File: src/hdl/cache_req_pkg.sv
package cache_req_pkg;

  // ----------------------------------------------------------------------
  // Address and requestor sizing
  // ----------------------------------------------------------------------

  // Base, offset and cache line address all share this width
  localparam int addr_width = 32;

  // Requestor ports feeding the round-robin arbiter
  localparam int num_requestors = 2;

  // ----------------------------------------------------------------------
  // Request FIFO sizing
  // ----------------------------------------------------------------------

  // Entries in the request FIFO
  localparam int fifo_depth = 8;
  // Pointer wraps naturally at a power-of-two depth
  localparam int fifo_ptr_width = $clog2(fifo_depth);
  // Occupancy needs one extra code for the full state
  localparam int fifo_count_width = $clog2(fifo_depth + 1);

  // ----------------------------------------------------------------------
  // Outstanding transaction credits
  // ----------------------------------------------------------------------

  // Cache requests allowed in flight without a response
  localparam int outstanding_max = 4;
  // Holds 0 up to outstanding_max
  localparam int credit_width = 3;

  // ----------------------------------------------------------------------
  // Request word
  // ----------------------------------------------------------------------

  // Line address plus the number of the requestor that asked for it
  typedef struct packed {
    logic [addr_width-1:0] addr;
    logic                  src;
  } cache_req_t;

endpackage

File: src/hdl/cache_req_if.sv
interface cache_req_if;
  import cache_req_pkg::*;

  // ----------------------------------------------------------------------
  // One cache request link
  // ----------------------------------------------------------------------

  // Source holds valid and req stable until ready
  logic       valid;
  // Sink may raise ready regardless of valid
  logic       ready;
  // Line address and requestor number
  cache_req_t req;

  // Transfer on any rising edge with valid and ready both high

  // Producer side
  modport source (
    output valid,
    output req,
    input  ready
  );

  // Consumer side
  modport sink (
    input  valid,
    input  req,
    output ready
  );

endinterface

File: src/hdl/request_arbiter.sv
module request_arbiter (
  input  logic                                 ap_clk,
  input  logic                                 control_areset,
  input  logic                                 req_a_valid,
  output logic                                 req_a_ready,
  input  logic [cache_req_pkg::addr_width-1:0] req_a_base,
  input  logic [cache_req_pkg::addr_width-1:0] req_a_offset,
  input  logic                                 req_b_valid,
  output logic                                 req_b_ready,
  input  logic [cache_req_pkg::addr_width-1:0] req_b_base,
  input  logic [cache_req_pkg::addr_width-1:0] req_b_offset,
  cache_req_if.source                          req_out
);
  import cache_req_pkg::*;

  // ----------------------------------------------------------------------
  // Arbitration signals
  // ----------------------------------------------------------------------

  // Bit 0 is requestor a, bit 1 is requestor b
  logic [num_requestors-1:0] req_valid;
  logic [num_requestors-1:0] grant;

  // Low for the first cycle out of reset
  logic ready_en;
  // Set when requestor b has priority on a tie
  logic rr_ptr;
  logic pick_b;
  logic stage_free;
  logic accept;

  // Selected operands and their sum
  logic [addr_width-1:0] sel_base;
  logic [addr_width-1:0] sel_offset;
  logic [addr_width-1:0] line_addr;

  // Output stage toward the FIFO
  logic       out_valid;
  cache_req_t out_req;

  // ----------------------------------------------------------------------
  // Round-robin grant
  // ----------------------------------------------------------------------

  assign req_valid = {req_b_valid, req_a_valid};

  // b wins when alone, or on a tie when it was not served last
  assign pick_b = req_valid[1] & (~req_valid[0] | rr_ptr);

  // Stage empty or draining into the FIFO this cycle
  assign stage_free = ready_en & (~out_valid | req_out.ready);

  // Only the picked requestor sees ready
  assign grant[0] = stage_free & ~pick_b;
  assign grant[1] = stage_free & pick_b;

  assign req_a_ready = grant[0];
  assign req_b_ready = grant[1];

  // Handshake on the granted port
  assign accept = |(grant & req_valid);

  // ----------------------------------------------------------------------
  // Line address formation
  // ----------------------------------------------------------------------

  assign sel_base   = pick_b ? req_b_base : req_a_base;
  assign sel_offset = pick_b ? req_b_offset : req_a_offset;
  // Wraps at addr_width like the cache address space
  assign line_addr  = sel_base + sel_offset;

  // Control state
  always_ff @(posedge ap_clk) begin
    if (control_areset) begin
      ready_en  <= 1'b0;
      rr_ptr    <= 1'b0;
      out_valid <= 1'b0;
    end else begin
      ready_en <= 1'b1;
      if (accept) begin
        out_valid <= 1'b1;
        // Other requestor goes first on the next tie
        rr_ptr    <= ~pick_b;
      end else if (req_out.ready) begin
        out_valid <= 1'b0;
      end
    end
  end

  // Payload only loads on accept, held otherwise
  always_ff @(posedge ap_clk) begin
    if (accept) begin
      out_req.addr <= line_addr;
      out_req.src  <= pick_b;
    end
  end

  assign req_out.valid = out_valid;
  assign req_out.req   = out_req;

endmodule

File: src/hdl/cache_req_fifo.sv
module cache_req_fifo (
  input  logic      ap_clk,
  input  logic      control_areset,
  cache_req_if.sink wr,
  cache_req_if.source rd
);
  import cache_req_pkg::*;

  // ----------------------------------------------------------------------
  // Storage and bookkeeping
  // ----------------------------------------------------------------------

  // Circular buffer
  cache_req_t mem [0:fifo_depth-1];

  logic [fifo_ptr_width-1:0]   wr_ptr;
  logic [fifo_ptr_width-1:0]   rd_ptr;
  // Entries currently held
  logic [fifo_count_width-1:0] count;

  logic do_wr;
  logic do_rd;

  // ----------------------------------------------------------------------
  // Handshakes
  // ----------------------------------------------------------------------

  // Refuse writes once all entries are taken
  assign wr.ready = (count != fifo_count_width'(fifo_depth));

  // Head entry exposed as soon as the count is nonzero
  assign rd.valid = (count != '0);
  assign rd.req   = mem[rd_ptr];

  assign do_wr = wr.valid & wr.ready;
  assign do_rd = rd.valid & rd.ready;

  // Write port
  always_ff @(posedge ap_clk) begin
    if (do_wr) begin
      mem[wr_ptr] <= wr.req;
    end
  end

  // ----------------------------------------------------------------------
  // Pointers and occupancy
  // ----------------------------------------------------------------------

  always_ff @(posedge ap_clk) begin
    if (control_areset) begin
      wr_ptr <= '0;
      rd_ptr <= '0;
      count  <= '0;
    end else begin
      // Power-of-two depth, pointers wrap on overflow
      if (do_wr) begin
        wr_ptr <= wr_ptr + 1'b1;
      end
      if (do_rd) begin
        rd_ptr <= rd_ptr + 1'b1;
      end
      // Simultaneous read and write leaves count alone
      case ({do_wr, do_rd})
        2'b10:   count <= count + 1'b1;
        2'b01:   count <= count - 1'b1;
        default: count <= count;
      endcase
    end
  end

endmodule

File: src/hdl/cache_req_issuer.sv
module cache_req_issuer (
  input  logic                                 ap_clk,
  input  logic                                 control_areset,
  cache_req_if.sink                            req_in,
  output logic                                 cache_req_valid,
  input  logic                                 cache_req_ready,
  output logic [cache_req_pkg::addr_width-1:0] cache_req_addr,
  output logic                                 cache_req_src,
  input  logic                                 cache_resp_valid
);
  import cache_req_pkg::*;

  // ----------------------------------------------------------------------
  // Credit and output stage state
  // ----------------------------------------------------------------------

  // Free slots for outstanding cache transactions
  logic [credit_width-1:0] credits;
  logic                    has_credit;
  logic                    at_max;

  // Output register toward the cache
  logic       out_valid;
  cache_req_t out_req;
  logic       out_free;
  logic       take;

  // ----------------------------------------------------------------------
  // Take from the FIFO
  // ----------------------------------------------------------------------

  assign has_credit = (credits != '0);
  assign at_max     = (credits == credit_width'(outstanding_max));

  // Register empty or handed to the cache this cycle
  assign out_free = ~out_valid | cache_req_ready;

  assign req_in.ready = out_free & has_credit;
  assign take         = req_in.valid & req_in.ready;

  // Credit counter
  always_ff @(posedge ap_clk) begin
    if (control_areset) begin
      credits <= credit_width'(outstanding_max);
    end else begin
      case ({take, cache_resp_valid})
        // Spend one on issue
        2'b10: credits <= credits - 1'b1;
        // Return one, never past the ceiling
        2'b01: begin
          if (!at_max) begin
            credits <= credits + 1'b1;
          end
        end
        // Both or neither cancel out
        default: credits <= credits;
      endcase
    end
  end

  // ----------------------------------------------------------------------
  // Output register
  // ----------------------------------------------------------------------

  always_ff @(posedge ap_clk) begin
    if (control_areset) begin
      out_valid <= 1'b0;
    end else begin
      if (take) begin
        out_valid <= 1'b1;
      end else if (cache_req_ready) begin
        out_valid <= 1'b0;
      end
    end
  end

  // Held stable while the cache stalls
  always_ff @(posedge ap_clk) begin
    if (take) begin
      out_req <= req_in.req;
    end
  end

  assign cache_req_valid = out_valid;
  assign cache_req_addr  = out_req.addr;
  assign cache_req_src   = out_req.src;

endmodule

File: src/hdl/cache_request_frontend.sv
module cache_request_frontend (
  input  logic                                 ap_clk,
  input  logic                                 control_areset,

  // Requestor a
  input  logic                                 req_a_valid,
  output logic                                 req_a_ready,
  input  logic [cache_req_pkg::addr_width-1:0] req_a_base,
  input  logic [cache_req_pkg::addr_width-1:0] req_a_offset,

  // Requestor b
  input  logic                                 req_b_valid,
  output logic                                 req_b_ready,
  input  logic [cache_req_pkg::addr_width-1:0] req_b_base,
  input  logic [cache_req_pkg::addr_width-1:0] req_b_offset,

  // Cache request out
  output logic                                 cache_req_valid,
  input  logic                                 cache_req_ready,
  output logic [cache_req_pkg::addr_width-1:0] cache_req_addr,
  output logic                                 cache_req_src,

  // One pulse per completed cache transaction
  input  logic                                 cache_resp_valid
);

  // ----------------------------------------------------------------------
  // Internal links
  // ----------------------------------------------------------------------

  // Arbiter stage into the queue
  cache_req_if arb_to_fifo ();
  // Queue head into the issuer
  cache_req_if fifo_to_issuer ();

  // ----------------------------------------------------------------------
  // Arbiter, queue, issuer
  // ----------------------------------------------------------------------

  request_arbiter u_request_arbiter (
    .ap_clk         (ap_clk),
    .control_areset (control_areset),
    .req_a_valid    (req_a_valid),
    .req_a_ready    (req_a_ready),
    .req_a_base     (req_a_base),
    .req_a_offset   (req_a_offset),
    .req_b_valid    (req_b_valid),
    .req_b_ready    (req_b_ready),
    .req_b_base     (req_b_base),
    .req_b_offset   (req_b_offset),
    .req_out        (arb_to_fifo)
  );

  // Eight entries absorb cache back-pressure
  cache_req_fifo u_cache_req_fifo (
    .ap_clk         (ap_clk),
    .control_areset (control_areset),
    .wr             (arb_to_fifo),
    .rd             (fifo_to_issuer)
  );

  // Credit-limited issue to the cache
  cache_req_issuer u_cache_req_issuer (
    .ap_clk           (ap_clk),
    .control_areset   (control_areset),
    .req_in           (fifo_to_issuer),
    .cache_req_valid  (cache_req_valid),
    .cache_req_ready  (cache_req_ready),
    .cache_req_addr   (cache_req_addr),
    .cache_req_src    (cache_req_src),
    .cache_resp_valid (cache_resp_valid)
  );

endmodule

File: config.mk
export PLATFORM = sky130hd
export DESIGN_NAME = cache_request_frontend
export DESIGN_NICKNAME = d
export VERILOG_FILES = /design/src/hdl/cache_req_pkg.sv /design/src/hdl/cache_req_if.sv /design/src/hdl/request_arbiter.sv /design/src/hdl/cache_req_fifo.sv /design/src/hdl/cache_req_issuer.sv /design/src/hdl/cache_request_frontend.sv
export SDC_FILE = /design/constraint.sdc
export NUM_CORES = 1
export LEC_CHECK = 0
export ABC_AREA = 0
export BUFFER_PORTS_ARGS = -buffer_cell sky130_fd_sc_hd__buf_2
export CORE_UTILIZATION = 50
export CTS_CLUSTER_DIAMETER = 60
export CTS_CLUSTER_SIZE = 40
export DETAILED_ROUTE_END_ITERATION = 16
export GPL_ROUTABILITY_DRIVEN = 0
export HOLD_SLACK_MARGIN = 0.15
export PLACE_DENSITY = 0.79
export SYNTH_ARGS = -nofsm -noshare
export SYNTH_HDL_FRONTEND = slang
export SYNTH_HIERARCHICAL = 1
export SYNTH_SLANG_ARGS = --single-unit
File: constraint.sdc
create_clock -name ap_clk -period 4.12 [get_ports ap_clk]
set_clock_uncertainty 0.15 [all_clocks]
set_input_delay 0.412 -clock ap_clk [delete_from_list [all_inputs] [get_ports ap_clk]]
set_output_delay 0.412 -clock ap_clk [all_outputs]
set_load 0.01 [all_outputs]
# ---- Word level (Yosys, flattened, before mapping)
# Memories as Yosys holds them, arrays and structs flattened. A register that Yosys moved wholly into a read port is not among the register bits.
# Cells that the tools add are included.
dict set report totals {
  n_memories 1
  ramBits 264
  word_cells 60
  ff_bits 50
}
# name words width read_ports rd_clocked_by_memory_dff wr line
set mem_list {}
lappend mem_list {u_cache_req_fifo.mem 8 33 1 1 1 cache_req_fifo.sv:14} ;# cache_req_t mem [0:fifo_depth-1];
dict set report op_classes {
  add_sub_neg 7
  bitwise 15
  n_reduce_logical 8
  eq_ne 7
  mux 12
}
# cell n
set op_table {}
lappend op_table {{$mux 32} 2}
lappend op_table {{$add 32x32->32} 1}
lappend op_table {{$add 3x1->3 const B} 3}
lappend op_table {{$pmux 4 s2} 1}
lappend op_table {{$reduce_bool 2->1} 4}
lappend op_table {{$and 1x1->1} 7}
lappend op_table {{$mux 1} 7}
lappend op_table {{$pmux 3 s2} 1}
lappend op_table {{$add 4x1->4 const B} 1}
lappend op_table {{$eq 2x1->1 const B} 2}
lappend op_table {{$eq 2x2->1 const B} 2}
lappend op_table {{$ne 4x4->1 const B} 1}
lappend op_table {{$not 1->1} 4}
lappend op_table {{$reduce_bool 4->1} 1}
lappend op_table {{$sub 4x1->4 const B} 1}
lappend op_table {{$eq 3x3->1 const B} 1}
lappend op_table {{$mux 3} 1}
lappend op_table {{$or 1x1->1} 3}
lappend op_table {{$reduce_bool 3->1} 1}
lappend op_table {{$sub 3x1->3 const B} 1}
lappend op_table {{$and 2x2->2} 1}
lappend op_table {{$ne 2x2->1 const B} 1}
lappend op_table {{$reduce_and 2->1} 1}
lappend op_table {{$reduce_or 2->1} 1}

# ---- Logic depth before layout (Yosys ltp)
# Gate-level depths: netlist (run 1).
dict set report depth {
  ltp_word 8
  ltp_mapped 17
  ltp_nobuf 15
}

# ---- Hierarchy
# The synthesis (run 1) kept the hierarchy.
# module instances cells_per_inst area_per_inst_um2 seq_area_each_um2
set by_module_without_submodules {}
lappend by_module_without_submodules {cache_req_fifo 1 455 10587.7 8187.9}
lappend by_module_without_submodules {request_arbiter 1 464 3445.8 1051.0}
lappend by_module_without_submodules {cache_req_issuer 1 70 1312.5 1071.0}

# ---- Worst setup path after synthesis (run 1)
# No wires, ideal clock.
dict set report synth_path {
  path_type {flip-flop to flip-flop}
  start {register u_cache_req_fifo.count[1]}
  end {memory u_cache_req_fifo/mem[0][0] in the netlist's numbering (enable)}
  slack_ps -445
  path_stages_with_launch 5
  setup_ps 506
  arrival_ps 3909
  required_time_ps 3464
  n_path_buf 1
  cell_sequence {dfxtp_1 -> or4b_1 -> buf_2 -> nand2_4 -> nor4_1}
}
dict set report synth_between {
  elab_chain_len 4
}
# element line
set synth_lines {}
lappend synth_lines {{from (decl)} cache_req_fifo.sv:19} ;# logic [fifo_count_width-1:0] count;
lappend synth_lines {{from (signal assigned)} cache_req_fifo.sv:64} ;# 2'b10: count <= count + 1'b1;
lappend synth_lines {{from (signal assigned)} cache_req_fifo.sv:65} ;# 2'b01: count <= count - 1'b1;
lappend synth_lines {{from (signal assigned)} cache_req_fifo.sv:66} ;# default: count <= count;
lappend synth_lines {{$ne 4x4->1} cache_req_fifo.sv:29} ;# assign wr.ready = (count != fifo_count_width'(fifo_depth));
lappend synth_lines {{named net arb_to_fifo.ready} cache_req_if.sv:11} ;# logic ready;
lappend synth_lines {{$and 1x1->1} cache_req_fifo.sv:35} ;# assign do_wr = wr.valid & wr.ready;
lappend synth_lines {{$mux 1} cache_req_fifo.sv:40} ;# if (do_wr) begin
lappend synth_lines {{$mux 1 (implied by the code)} cache_req_fifo.sv:41} ;# mem[wr_ptr] <= wr.req;
lappend synth_lines {{to (decl)} cache_req_fifo.sv:14}
# The timed path passes the listed nets, and every way through them passes these cells.

# ---- Final worst setup path (run 1)
dict set report layout_path {
  start {input req_b_valid}
  end {register u_request_arbiter.out_req (netlist bit u_request_arbiter/req_out.req[30]), data pin}
}
dict set report layout_between {
  elab_chain_len 3
}
# element line
set layout_lines {}
lappend layout_lines {{from (decl)} cache_request_frontend.sv:12} ;# input logic req_b_valid,
lappend layout_lines {{$and 1x1->1 (*)} request_arbiter.sv:48} ;# assign pick_b = req_valid[1] & (~req_valid[0] | rr_ptr);
lappend layout_lines {{$mux 32 (on tied branches)} {request_arbiter.sv:67, request_arbiter.sv:68}}
lappend layout_lines {{$add 32x32->32 (*)} request_arbiter.sv:70} ;# assign line_addr = sel_base + sel_offset;
lappend layout_lines {{named net u_request_arbiter.line_addr[29]} request_arbiter.sv:35} ;# logic [addr_width-1:0] line_addr;
lappend layout_lines {{to (decl)} request_arbiter.sv:39} ;# cache_req_t out_req;
# Mark *: on every way through the listed nets, which the timed path passes. The rest lies on a longest branch.
# A chain may end at the register's enable or synchronous reset.

==> impl_results.md, run 1 <==
* Final worst slack at 0.286 ns
* Full die area at about 0.031 sq mm
* Remaining global-route overflow at 0
* Reg clk slew, reported paths at 0.09 ns
* Total count of max-transition violations in the final report at 0
* Count of unique library cells instantiated by Yosys at 70
* Vias in the first global route at ~8800
* Buffer count from post-CTS setup fixing at 0
* Per-instance average area after synthesis at ~16 sq um
* Synth warn at 6
* Detailed Route Iter0 Violations at 614
* MaxCap Viol Count at 0
* Worst slew pin tran at 0.704 ns
* CP peak stage delay at between 0.5 and 0.6 ns
* Net count reported at finish at 1332
* Critical Path Sink: u_request_arbiter/req_out.req[30]
* Number of antenna violations at the first check in global routing at 0
* Leading post-synthesis cells by instance count: 330 x sky130_fd_sc_hd__edfxtp_1, 208 x sky130_fd_sc_hd__nand2_1, 59 x sky130_fd_sc_hd__mux4_2, 38 x sky130_fd_sc_hd__a21oi_1, 36 x sky130_fd_sc_hd__ha_1
* Area share of the largest cell type after synthesis at about 65%
* Critical Path Slowest Stage Cell: sky130_fd_sc_hd__dlygate4sd3_1
* Number of synthesized flops with an enable pin at between 300 and 400
* Total number of placement rows at 63
* Clock tree sinks at between 300 and 400
* TritonCTS clock tree: done
* Final worst path period share at 93.1%
* Cell count of the worst reg-to-reg path at 14
* Cts bufs inserted at 18
* Routed vias/inst at ~5.6
* Arrival @ worst endpoint at 3.94 ns
* Post-detailed-placement half-perimeter wirelength at 20300 um
* Worst slew slack as a fraction of its limit at 53.1%
* Top-count cell post-synth: sky130_fd_sc_hd__edfxtp_1
* Number of diodes added for antenna fixing at 0
* Area fraction in compound gates after synthesis at 4.83%
* Worst path most repeated cell: sky130_fd_sc_hd__nand2_1
* Clock latency of the later-clocked register in the worst-skew pair at roughly 0.53 ns
* Clk root buf: sky130_fd_sc_hd__clkbuf_16
* Top area cells in the synthesized netlist: sky130_fd_sc_hd__edfxtp_1 65%, sky130_fd_sc_hd__mux4_2 8.7%, sky130_fd_sc_hd__nand2_1 5.1%
* Sequential area share after synthesis at 67.2%
* Initial core utilization at approximately half
* Post-synthesis async set-or-reset flop share at 0%
* Die width at about 180 um
* Destination of the worst register-to-register timing path: u_request_arbiter/req_out.req[29]
* Number of setup violations in the final report at 0
* Kind of path behind the tightest hold check: input port to register
* Nets in the synthesized netlist at 1161
* Required time at the endpoint of the critical path at around 4.2 ns
* Die Height at between 150 and 200 um
* Worst path bufs/invs at 5
* Total wire length at approximately 31000 um
* Leakage at 6.35 nW
* Run status: complete, no violations
* Critical register-to-register path startpoint: u_request_arbiter/rr_ptr
* Highest fanout seen on the critical path at 43
* GRT Overall Usage at between 20% and 30%
* Final critical-path required period at ~3.8 ns
* Cell accounting for the most synthesized area: sky130_fd_sc_hd__edfxtp_1
* Source of the critical timing path: req_b_valid
* Synthesized flop and latch total at 350
* Largest family of logic cells by synthesized area: multiplexers
* Pre-Repair DR Iteration Count at 5
* Highest attainable clock frequency at around 260 MHz
* Highest ir drop seen on vdd at 0.292 mV
* Pin count of the biggest net entering global routing at between 60 and 70
* Cells along the critical path: dlygate4sd3_1 > buf_2 > o21ai_4 > inv_2 > buf_6 > buf_4 > nand2_1 > nand2_1 > ha_1 > and3_1 > a221o_1 > and2_0 > a31o_1 > a21oi_2 > o21ai_0 > a311oi_1 > nor3_1
* Wire length of the first global-routing pass at between 40000 and 50000 um
* Number of levels in the clock H-tree at 1
* Count of antenna-violating nets left after detailed routing at 0
* Adder-Cell Fraction of Synth Area at 3.20%
* Top_reg_cell synth: sky130_fd_sc_hd__edfxtp_1
* Endpoint class of the critical path: register
* Number of buffers inserted by port buffering at about 170
* Kind of critical path: input port to register
* Cell Area, Synth at between 0.015 and 0.02 sq mm
* Number of DRC violations after detailed routing at 0
* Dpl ws at between 0.15 and 0.2 ns
* R2R setup slack at 0.43 ns
* Placeable core region at approximately 0.03 sq mm
* Max clock buf depth at 3
* Fraction of synthesized area in multiplexers at 12.4%
* Hold Fails Final Rpt at 0
* Kind of cell adding the most delay to the critical path: buffers and inverters
* TNS Setup at 0 ns
* Launching element type of the critical path: input port
* Critical path depth in cells at 17
* Simple logic cell fraction of the synthesized area at under 10%
* Power density over cell area at roughly 530 mW/mm^2
* Unrepaired setup endpoints after global routing: no
* Fraction of final layout cells sized beyond drive strength 1 at 28.9%
* Count of mapped cells out of synthesis at approximately 990
* HP Start: req_b_base[0]
* Layout-stage area growth over the synthesis result at 13.5%
* Average detailed-routed wire length per instance at roughly 20 um
* Total number of vias at between 8000 and 9000
* Xor/xnor cell area share of the yosys netlist at ~2.2%
* I/O pin count at 170
-- area by class of cell --
type	instances	area, sq um
fill	2261	12500
clock buffer	19	475
tap	390	488
clock inverter	13	215
timing repair buffer	191	1050
multi-input combinational	585	4820
inverter	14	52.6
sequential	350	10300
-- layer usage --
layer / share of wire (%) / track usage [%]
met1: 43 / 28.6
met2: 49 / 34.2
met3: 6.3 / 2.32
met4: 1.9 / 4.81
met5: 0 / 0
-- through the flow --
step / util [%] / hold WS, ns / total power, mW / instances / cell area [sq um]
after floorplan: - / 0.287 / 6.42 / 989 / 15400
after global placement: 55.7 / 0.314 / 7.05 / 1525 / 16700
after detailed placement: 55.7 / 0.341 / 7.13 / 1525 / 16700
after CTS: 58.1 / 0.151 / 9.32 / 1562 / 17400
after global routing: 58.2 / 0.182 / 9.69 / 1562 / 17400
final: 58.2 / 0.161 / 9.24 / 1562 / 17400
-- state kept, by name (all words and copies together), names as in the netlist, named ones only --
register                            count
u_cache_req_fifo/mem                  264
u_request_arbiter/req_out.req          33
u_cache_req_issuer/cache_req_addr      32
u_cache_req_fifo/count                  4
u_cache_req_fifo/rd_ptr                 3
u_cache_req_fifo/wr_ptr                 3
u_cache_req_issuer/credits              3
u_cache_req_issuer/cache_req_src        1
u_cache_req_issuer/cache_req_valid      1
u_request_arbiter/ready_en              1
u_request_arbiter/req_out.valid         1
u_request_arbiter/rr_ptr                1
-- tightest hold or removal path: cells and delay by family --
family / cells / cell delay, ns
and+or+nand+nor: 2 / 0.09
adders and majority gates: 1 / 0.12
buffers and inverters: 1 / 0.09
-- layout by cell type (no fill, tap or decap), drive strengths merged, types with 19 or more instances in the layout --
cell,netlist,routed
edfxtp,330,330
clkbuf,23,19
a21oi,43,43
nor2,28,28
mux2,34,34
dfxtp,20,20
nand2,209,209
xnor2,21,21
mux4,66,66
ha,36,36
buf,16,186
-- worst min-delay path by stage --
stage,end,cells after the start
floorplan,u_request_arbiter/rr_ptr,1
detailed placement,register,2
finish,u_request_arbiter/req_out.req[1],4
global route,u_request_arbiter/req_out.valid,3
CTS,u_request_arbiter/req_out.req[1],4
global placement,register,2
-- timing repair --
action                                  4_1_cts  5_1_grt
endpoints found under the hold margin        10        0
hold buffers                                  5        0
gates resized for setup                       0        1
endpoints found under the setup margin        0        1
-- kinds of logic (layout without fill, tap and decap cells) --
logic type / after synthesis / in the layout
adder cells (fa/ha/maj): 38 / 38
AND/OR/NAND/NOR: 300 / 300
AO/OA/AOI/OAI: 108 / 108
buffers and inverters: 54 / 237
XOR/XNOR: 38 / 38
flip-flops: 350 / 350
multiplexers: 101 / 101
-- power by group --
group	switching, mW	leakage (nW)	total (mW)	internal, mW
clock network	1.17	0.329	2.21	1.04
registers	0.325	3.18	4.80	4.47
logic	1.16	2.84	2.24	1.08
Note: power is estimated with default switching activity, not from simulation.
==> inputs of run 2 (changes only) <==
PLACE_DENSITY = 0.68   (was 0.79)
==> impl_results.md, run 2 (synthesized netlist as in run 1, its figures left out) <==
* Hold Fails Final Rpt at 0 (unchanged)
* Clk root buf: sky130_fd_sc_hd__clkbuf_16 (unchanged)
* Number of DRC violations after detailed routing at 0 (unchanged)
* Clock tree sinks at 350 (unchanged)
* Wire length of the first global-routing pass at 49600 um (was 48400 um)
* Commonest cells after routing, fill and taps aside: 330 x sky130_fd_sc_hd__edfxtp_1, 208 x sky130_fd_sc_hd__nand2_1, 169 x sky130_fd_sc_hd__buf_2 (unchanged)
* Net count reported at finish at 1339 (was 1332)
* Number of instances in the placed design at 1528 (was 1525)
* Count of antenna-violating nets left after detailed routing at 0 (unchanged)
* TritonCTS clock tree: done (unchanged)
* Worst hold margin at 0.180 ns (was 0.161 ns)
* Final Cell Area at 0.0175 sq mm (was 0.0174 sq mm)
* Number of buffers inserted by port buffering at 169 (unchanged)
* Fraction of final layout cells sized beyond drive strength 1 at 29.6% (was 28.9%)
* Number of levels in the clock H-tree at 1 (unchanged)
* Pre-Repair DR Iteration Count at 5 (unchanged)
* Initial core utilization at 51.2% (unchanged)
* Leakage at 6.40 nW (was 6.35 nW)
* Worst path bufs/invs at 5 (unchanged)
* Highest ir drop seen on vdd at 0.270 mV (was 0.292 mV)
* Power density over cell area at 536 mW/mm^2 (was 531 mW/mm^2)
* Number of flip-flops in the largest register at 264 (unchanged)
* Most common cell after layout, fill and taps aside: sky130_fd_sc_hd__edfxtp_1 (unchanged)
* Run status: complete, no violations (unchanged)
* Unrepaired setup endpoints after global routing: no (unchanged)
* Total Power Consumption at 9.39 mW (was 9.24 mW)
* Highest attainable clock frequency at 263 MHz (was 261 MHz)
* Max clock buf depth at 3 (unchanged)
* Worst slew pin tran at 0.645 ns (was 0.704 ns)
* Highest fanout seen on the critical path at 29 (was 43)
* Full die area at 0.0314 sq mm (unchanged)
* Total number of vias at 8814 (was 8802)
* Total number of placement rows at 63 (unchanged)
* Cells along the critical path: dlygate4sd3_1 > buf_2 > inv_1 > o21ai_4 > inv_2 > buf_4 > nand2_1 > nand2_1 > ha_1 > a21o_1 > a221o_1 > and2_0 > a31o_1 > a21oi_2 > o21ai_0 > a311oi_1 > nor3_1 (was dlygate4sd3_1 > buf_2 > o21ai_4 > inv_2 > buf_6 > buf_4 > nand2_1 > nand2_1 > ha_1 > and3_1 > a221o_1 > and2_0 > a31o_1 > a21oi_2 > o21ai_0 > a311oi_1 > nor3_1)
* Clock latency of the later-clocked register in the worst-skew pair at 0.53 ns (about the same)
* Final worst path period share at 92.5% (was 93.1%)
* Die Height at 177 um (unchanged)
* TNS Setup at 0 ns (unchanged)
* Routed vias/inst at 5.60 (was 5.64)
* Die width at 177 um (unchanged)
* Register name with the most flops: u_cache_req_fifo/mem (unchanged)
* I/O pin count at 170 (unchanged)
* Kind of cell adding the most delay to the critical path: compound AO/OA/AOI/OAI gates (was buffers and inverters)
* Arrival @ worst endpoint at 3.93 ns (was 3.94 ns)
* Instance area after placement at 0.0167 sq mm (about the same)
* Vias in the first global route at 8839 (was 8791)
* Kind of path behind the tightest hold check: input port to register (unchanged)
* Dpl ws at 0.267 ns (was 0.163 ns)
* Number of diodes added for antenna fixing at 0 (unchanged)
* Post-detailed-placement half-perimeter wirelength at 20300 um (about the same)
* Kind of critical path: input port to register (unchanged)
* Worst slew slack as a fraction of its limit at 57.0% (was 53.1%)
* Endpoint class of the critical path: register (unchanged)
* Detailed Route Iter0 Violations at 699 (was 614)
* Post-layout utilization of the core at 58.5% (was 58.2%)
* Layout-stage area growth over the synthesis result at 14.1% (was 13.5%)
* Final standard cell count with taps included and fillers excluded at 1573 (was 1562)
* Reg clk slew, reported paths at 0.09 ns (about the same)
* Number of antenna violations at the first check in global routing at 0 (unchanged)
* Pin count of the biggest net entering global routing at 49 (was 64)
* Worst path most repeated cell: sky130_fd_sc_hd__nand2_1 (unchanged)
* Final worst slack at 0.311 ns (was 0.286 ns)
* Cts bufs inserted at 22 (was 18)
* Critical Path Slowest Stage Cell: sky130_fd_sc_hd__dlygate4sd3_1 (unchanged)
* Final critical-path required period at 3.81 ns (was 3.83 ns)
* MaxCap Viol Count at 0 (unchanged)
* Total wire length at 31800 um (was 31000 um)
* Required time at the endpoint of the critical path at 4.24 ns (was 4.23 ns)
* Remaining global-route overflow at 0 (unchanged)
* Total count of max-transition violations in the final report at 0 (unchanged)
* GRT Overall Usage at 20.9% (was 20.4%)
* Launching element type of the critical path: input port (unchanged)
* Average detailed-routed wire length per instance at 20.2 um (was 19.9 um)
* Buffer count from post-CTS setup fixing at 0 (unchanged)
* Number of setup violations in the final report at 0 (unchanged)
* Placeable core region at 0.0300 sq mm (unchanged)
* CP peak stage delay at 0.52 ns (was 0.54 ns)
## run 2: worst min-delay path, stage by stage
cell and delay [ns]:
sky130_fd_sc_hd__buf_2 0.08, sky130_fd_sc_hd__nand2_1 0.04, sky130_fd_sc_hd__nand2_1 0.05, sky130_fd_sc_hd__ha_1 0.16
## run 2: repair_timing
item                                    CTS  global route
hold buffers                              5             0
resized for setup                         0             1
endpoints found under the hold margin     7             0
endpoints found under the setup margin    0             2
## run 2: report_power, final
part	internal, mW	switching, mW
combinational	1.08	1.15
sequential	4.47	0.317
clock	1.10	1.26
total	6.65	2.73
## run 2: per-layer routing
layer	share of wire [%]	GRT usage (%)
met1	44	30.0
met2	49	35.3
met5	0	0
met3	4.8	1.91
met4	1.3	3.77
## run 2: cell type report
type | count | area, sq um
inverter | 14 | 52.6
sequential | 350 | 10300
timing repair buffer | 194 | 1060
clock buffer | 23 | 576
clock inverter | 17 | 198
tap | 390 | 488
multi-input combinational | 585 | 4820
fill | 2314 | 12400
## run 2: final timing paths
| check | startpoint | cells after the start | slack, ns | endpoint |
|---|---|---|---|---|
| setup / recovery | req_a_valid | 17 | 0.31 | u_request_arbiter/req_out.req[30] |
| setup reg to reg | u_request_arbiter/rr_ptr | 14 | 0.51 | u_request_arbiter/req_out.req[30] |
| hold reg to reg | u_cache_req_fifo/rd_ptr[1] | 2 | 0.37 | register |
| hold / removal | req_b_base[0] | 4 | 0.18 | u_request_arbiter/req_out.req[1] |
==> inputs of run 3 (changes only) <==
CORE_UTILIZATION = 53   (was 50)
PLACE_DENSITY = 0.72   (was 0.68)
==> impl_results.md, run 3 (synthesized netlist as in run 1, its figures left out) <==
* Clock tree sinks at 350 (unchanged)
* Launching element type of the critical path: input port (unchanged)
* Worst slew slack as a fraction of its limit at 18.9% (was 57.0%)
* Leakage at 6.40 nW (about the same)
* Kind of path behind the tightest hold check: input port to register (unchanged)
* Total number of vias at 8824 (was 8814)
* Cts repair resizes at 0 (unchanged)
* MaxCap Viol Count at 0 (unchanged)
* Highest ir drop seen on vdd at 0.316 mV (was 0.270 mV)
* Die width at 172 um (was 177 um)
* CP peak stage delay at 0.54 ns (was 0.52 ns)
* Dpl ws at 0.375 ns (was 0.267 ns)
* Number of diodes added for antenna fixing at 0 (unchanged)
* Final worst slack at 0.310 ns (was 0.311 ns)
* Detailed Route Iter0 Violations at 668 (was 699)
* Clock latency of the later-clocked register in the worst-skew pair at 0.53 ns (about the same)
* TritonCTS clock tree: done (unchanged)
* Required time at the endpoint of the critical path at 4.24 ns (about the same)
* Cells along the critical path: dlygate4sd3_1 > buf_2 > inv_1 > o21ai_4 > buf_4 > buf_4 > nand2_1 > nand2_1 > ha_1 > a21oi_1 > o22ai_1 > or2_4 > or4_4 > a21oi_4 > o21ai_2 > a31oi_1 > xnor2_1 (was dlygate4sd3_1 > buf_2 > inv_1 > o21ai_4 > inv_2 > buf_4 > nand2_1 > nand2_1 > ha_1 > a21o_1 > a221o_1 > and2_0 > a31o_1 > a21oi_2 > o21ai_0 > a311oi_1 > nor3_1)
* Final critical-path required period at 3.81 ns (about the same)
* Kind of critical path: input port to register (unchanged)
* Net count reported at finish at 1338 (was 1339)
* Critical Path Slowest Stage Cell: sky130_fd_sc_hd__dlygate4sd3_1 (unchanged)
* Power density over cell area at 536 mW/mm^2 (about the same)
* I/O pin count at 170 (unchanged)
* Clk root buf: sky130_fd_sc_hd__clkbuf_16 (unchanged)
* Total number of placement rows at 61 (was 63)
* Highest fanout seen on the critical path at 31 (was 29)
* Placeable core region at 0.0282 sq mm (was 0.0300 sq mm)
* Total wire length at 31500 um (was 31800 um)
* Storage cell area at 0.0103 sq mm (unchanged)
* Total count of max-transition violations in the final report at 0 (unchanged)
* Routed vias/inst at 5.67 (was 5.60)
* Arrival @ worst endpoint at 3.93 ns (about the same)
* Die Height at 172 um (was 177 um)
* Most common cell after layout, fill and taps aside: sky130_fd_sc_hd__edfxtp_1 (unchanged)
* Initial core utilization at 54.5% (was 51.2%)
* Max clock buf depth at 3 (unchanged)
* Hold Fails Final Rpt at 0 (unchanged)
* Buffer count from post-CTS setup fixing at 0 (unchanged)
* Instance area after placement at 0.0167 sq mm (about the same)
* Register name with the most flops: u_cache_req_fifo/mem (unchanged)
* Post-detailed-placement half-perimeter wirelength at 20700 um (was 20300 um)
* Run status: complete, no violations (unchanged)
* Number of flip-flops in the largest register at 264 (unchanged)
* Number of DRC violations after detailed routing at 0 (unchanged)
* Number of antenna violations at the first check in global routing at 1 (was 0)
* Final Cell Area at 0.0175 sq mm (about the same)
* Average detailed-routed wire length per instance at 20.3 um (was 20.2 um)
* Number of buffers inserted by port buffering at 169 (unchanged)
* Reg clk slew, reported paths at 0.09 ns (about the same)
* Count of antenna-violating nets left after detailed routing at 0 (unchanged)
* Post-cts hold buffer count at 6 (was 5)
* Number of setup violations in the final report at 0 (unchanged)
* Full die area at 0.0296 sq mm (was 0.0314 sq mm)
* Vias in the first global route at 8703 (was 8839)
* Highest attainable clock frequency at 262 MHz (was 263 MHz)
* Multi-input logic area at 0.00482 sq mm (about the same)
* Pre-Repair DR Iteration Count at 5 (unchanged)
* Unrepaired setup endpoints after global routing: no (unchanged)
* Fraction of final layout cells sized beyond drive strength 1 at 29.1% (was 29.6%)
* Number of levels in the clock H-tree at 1 (unchanged)
* Endpoint class of the critical path: register (unchanged)
* Remaining global-route overflow at 0 (unchanged)
* GRT Overall Usage at 22.1% (was 20.9%)
* Pin count of the biggest net entering global routing at 37 (was 49)
* Cts bufs inserted at 20 (was 22)
* Final worst path period share at 92.5% (about the same)
* Worst hold margin at 0.208 ns (was 0.180 ns)
* Filler cell count at 2087 (was 2314)
* Layout-stage area growth over the synthesis result at 14.1% (about the same)
* Commonest cells after routing, fill and taps aside: 330 x sky130_fd_sc_hd__edfxtp_1, 208 x sky130_fd_sc_hd__nand2_1, 169 x sky130_fd_sc_hd__buf_2 (unchanged)
* TNS Setup at 0 ns (unchanged)
* Wire length of the first global-routing pass at 48700 um (was 49600 um)
* Worst slew pin tran at 1.21 ns (was 0.645 ns)
## run 3: worst paths after layout
| kind | startpoint | to | slack, ns | cells after the start |
|---|---|---|---|---|
| max | req_a_valid | u_request_arbiter/req_out.req[18] | 0.31 | 17 |
| min reg2reg | u_cache_req_fifo/rd_ptr[1] | register | 0.36 | 2 |
| min | cache_resp_valid | u_cache_req_issuer/credits[2] | 0.21 | 3 |
| max reg2reg | u_request_arbiter/rr_ptr | u_request_arbiter/req_out.req[18] | 0.55 | 14 |
## run 3: report_power, final
part | leakage, nW | switching (mW) | internal [mW] | total [mW]
sequential | 3.18 | 0.331 | 4.47 | 4.80
combinational | 2.86 | 1.13 | 1.09 | 2.22
clock | 0.362 | 1.26 | 1.10 | 2.35
## run 3: per-stage QoR
step | power, mW | utilization (%) | std cells
after floorplan | 6.42 | - | 989
after CTS | 9.46 | 62.2 | 1555
final | 9.38 | 62.2 | 1555
after global placement | 7.07 | 59.3 | 1516
after global routing | 9.81 | 62.2 | 1555
after detailed placement | 7.13 | 59.3 | 1516
## run 3: cell type report
| class | count | share of cell area (%) |
|---|---|---|
| clock inverters | 12 | 1.31 |
| multi-input cells | 585 | 27.5 |
| clock buffers | 21 | 3.00 |
| repair buffers | 195 | 6.25 |
| inverters | 14 | 0.300 |
| well taps | 378 | 2.70 |
| flip-flops and latches | 350 | 58.9 |
## run 3: worst max-delay path, delay by kind of cell
family | cells | cell delay (ns)
AOI/OAI and AO/OA | 6 | 0.92
xor gates and xnor gates | 1 | 0.09
buffers and inverters | 5 | 1.29
and+or+nand+nor | 4 | 0.93
adders and majority gates | 1 | 0.28
## run 3: per-layer routing
layer | up-vias | global-route usage (%) | share of wire (%)
li1 | 4121 | - | -
met1 | 4374 | 30.5 | 43
met2 | 286 | 37.5 | 50
met3 | 41 | 2.29 | 4.8
met4 | 2 | 6.12 | 2.1
met5 | - | 0 | 0.048
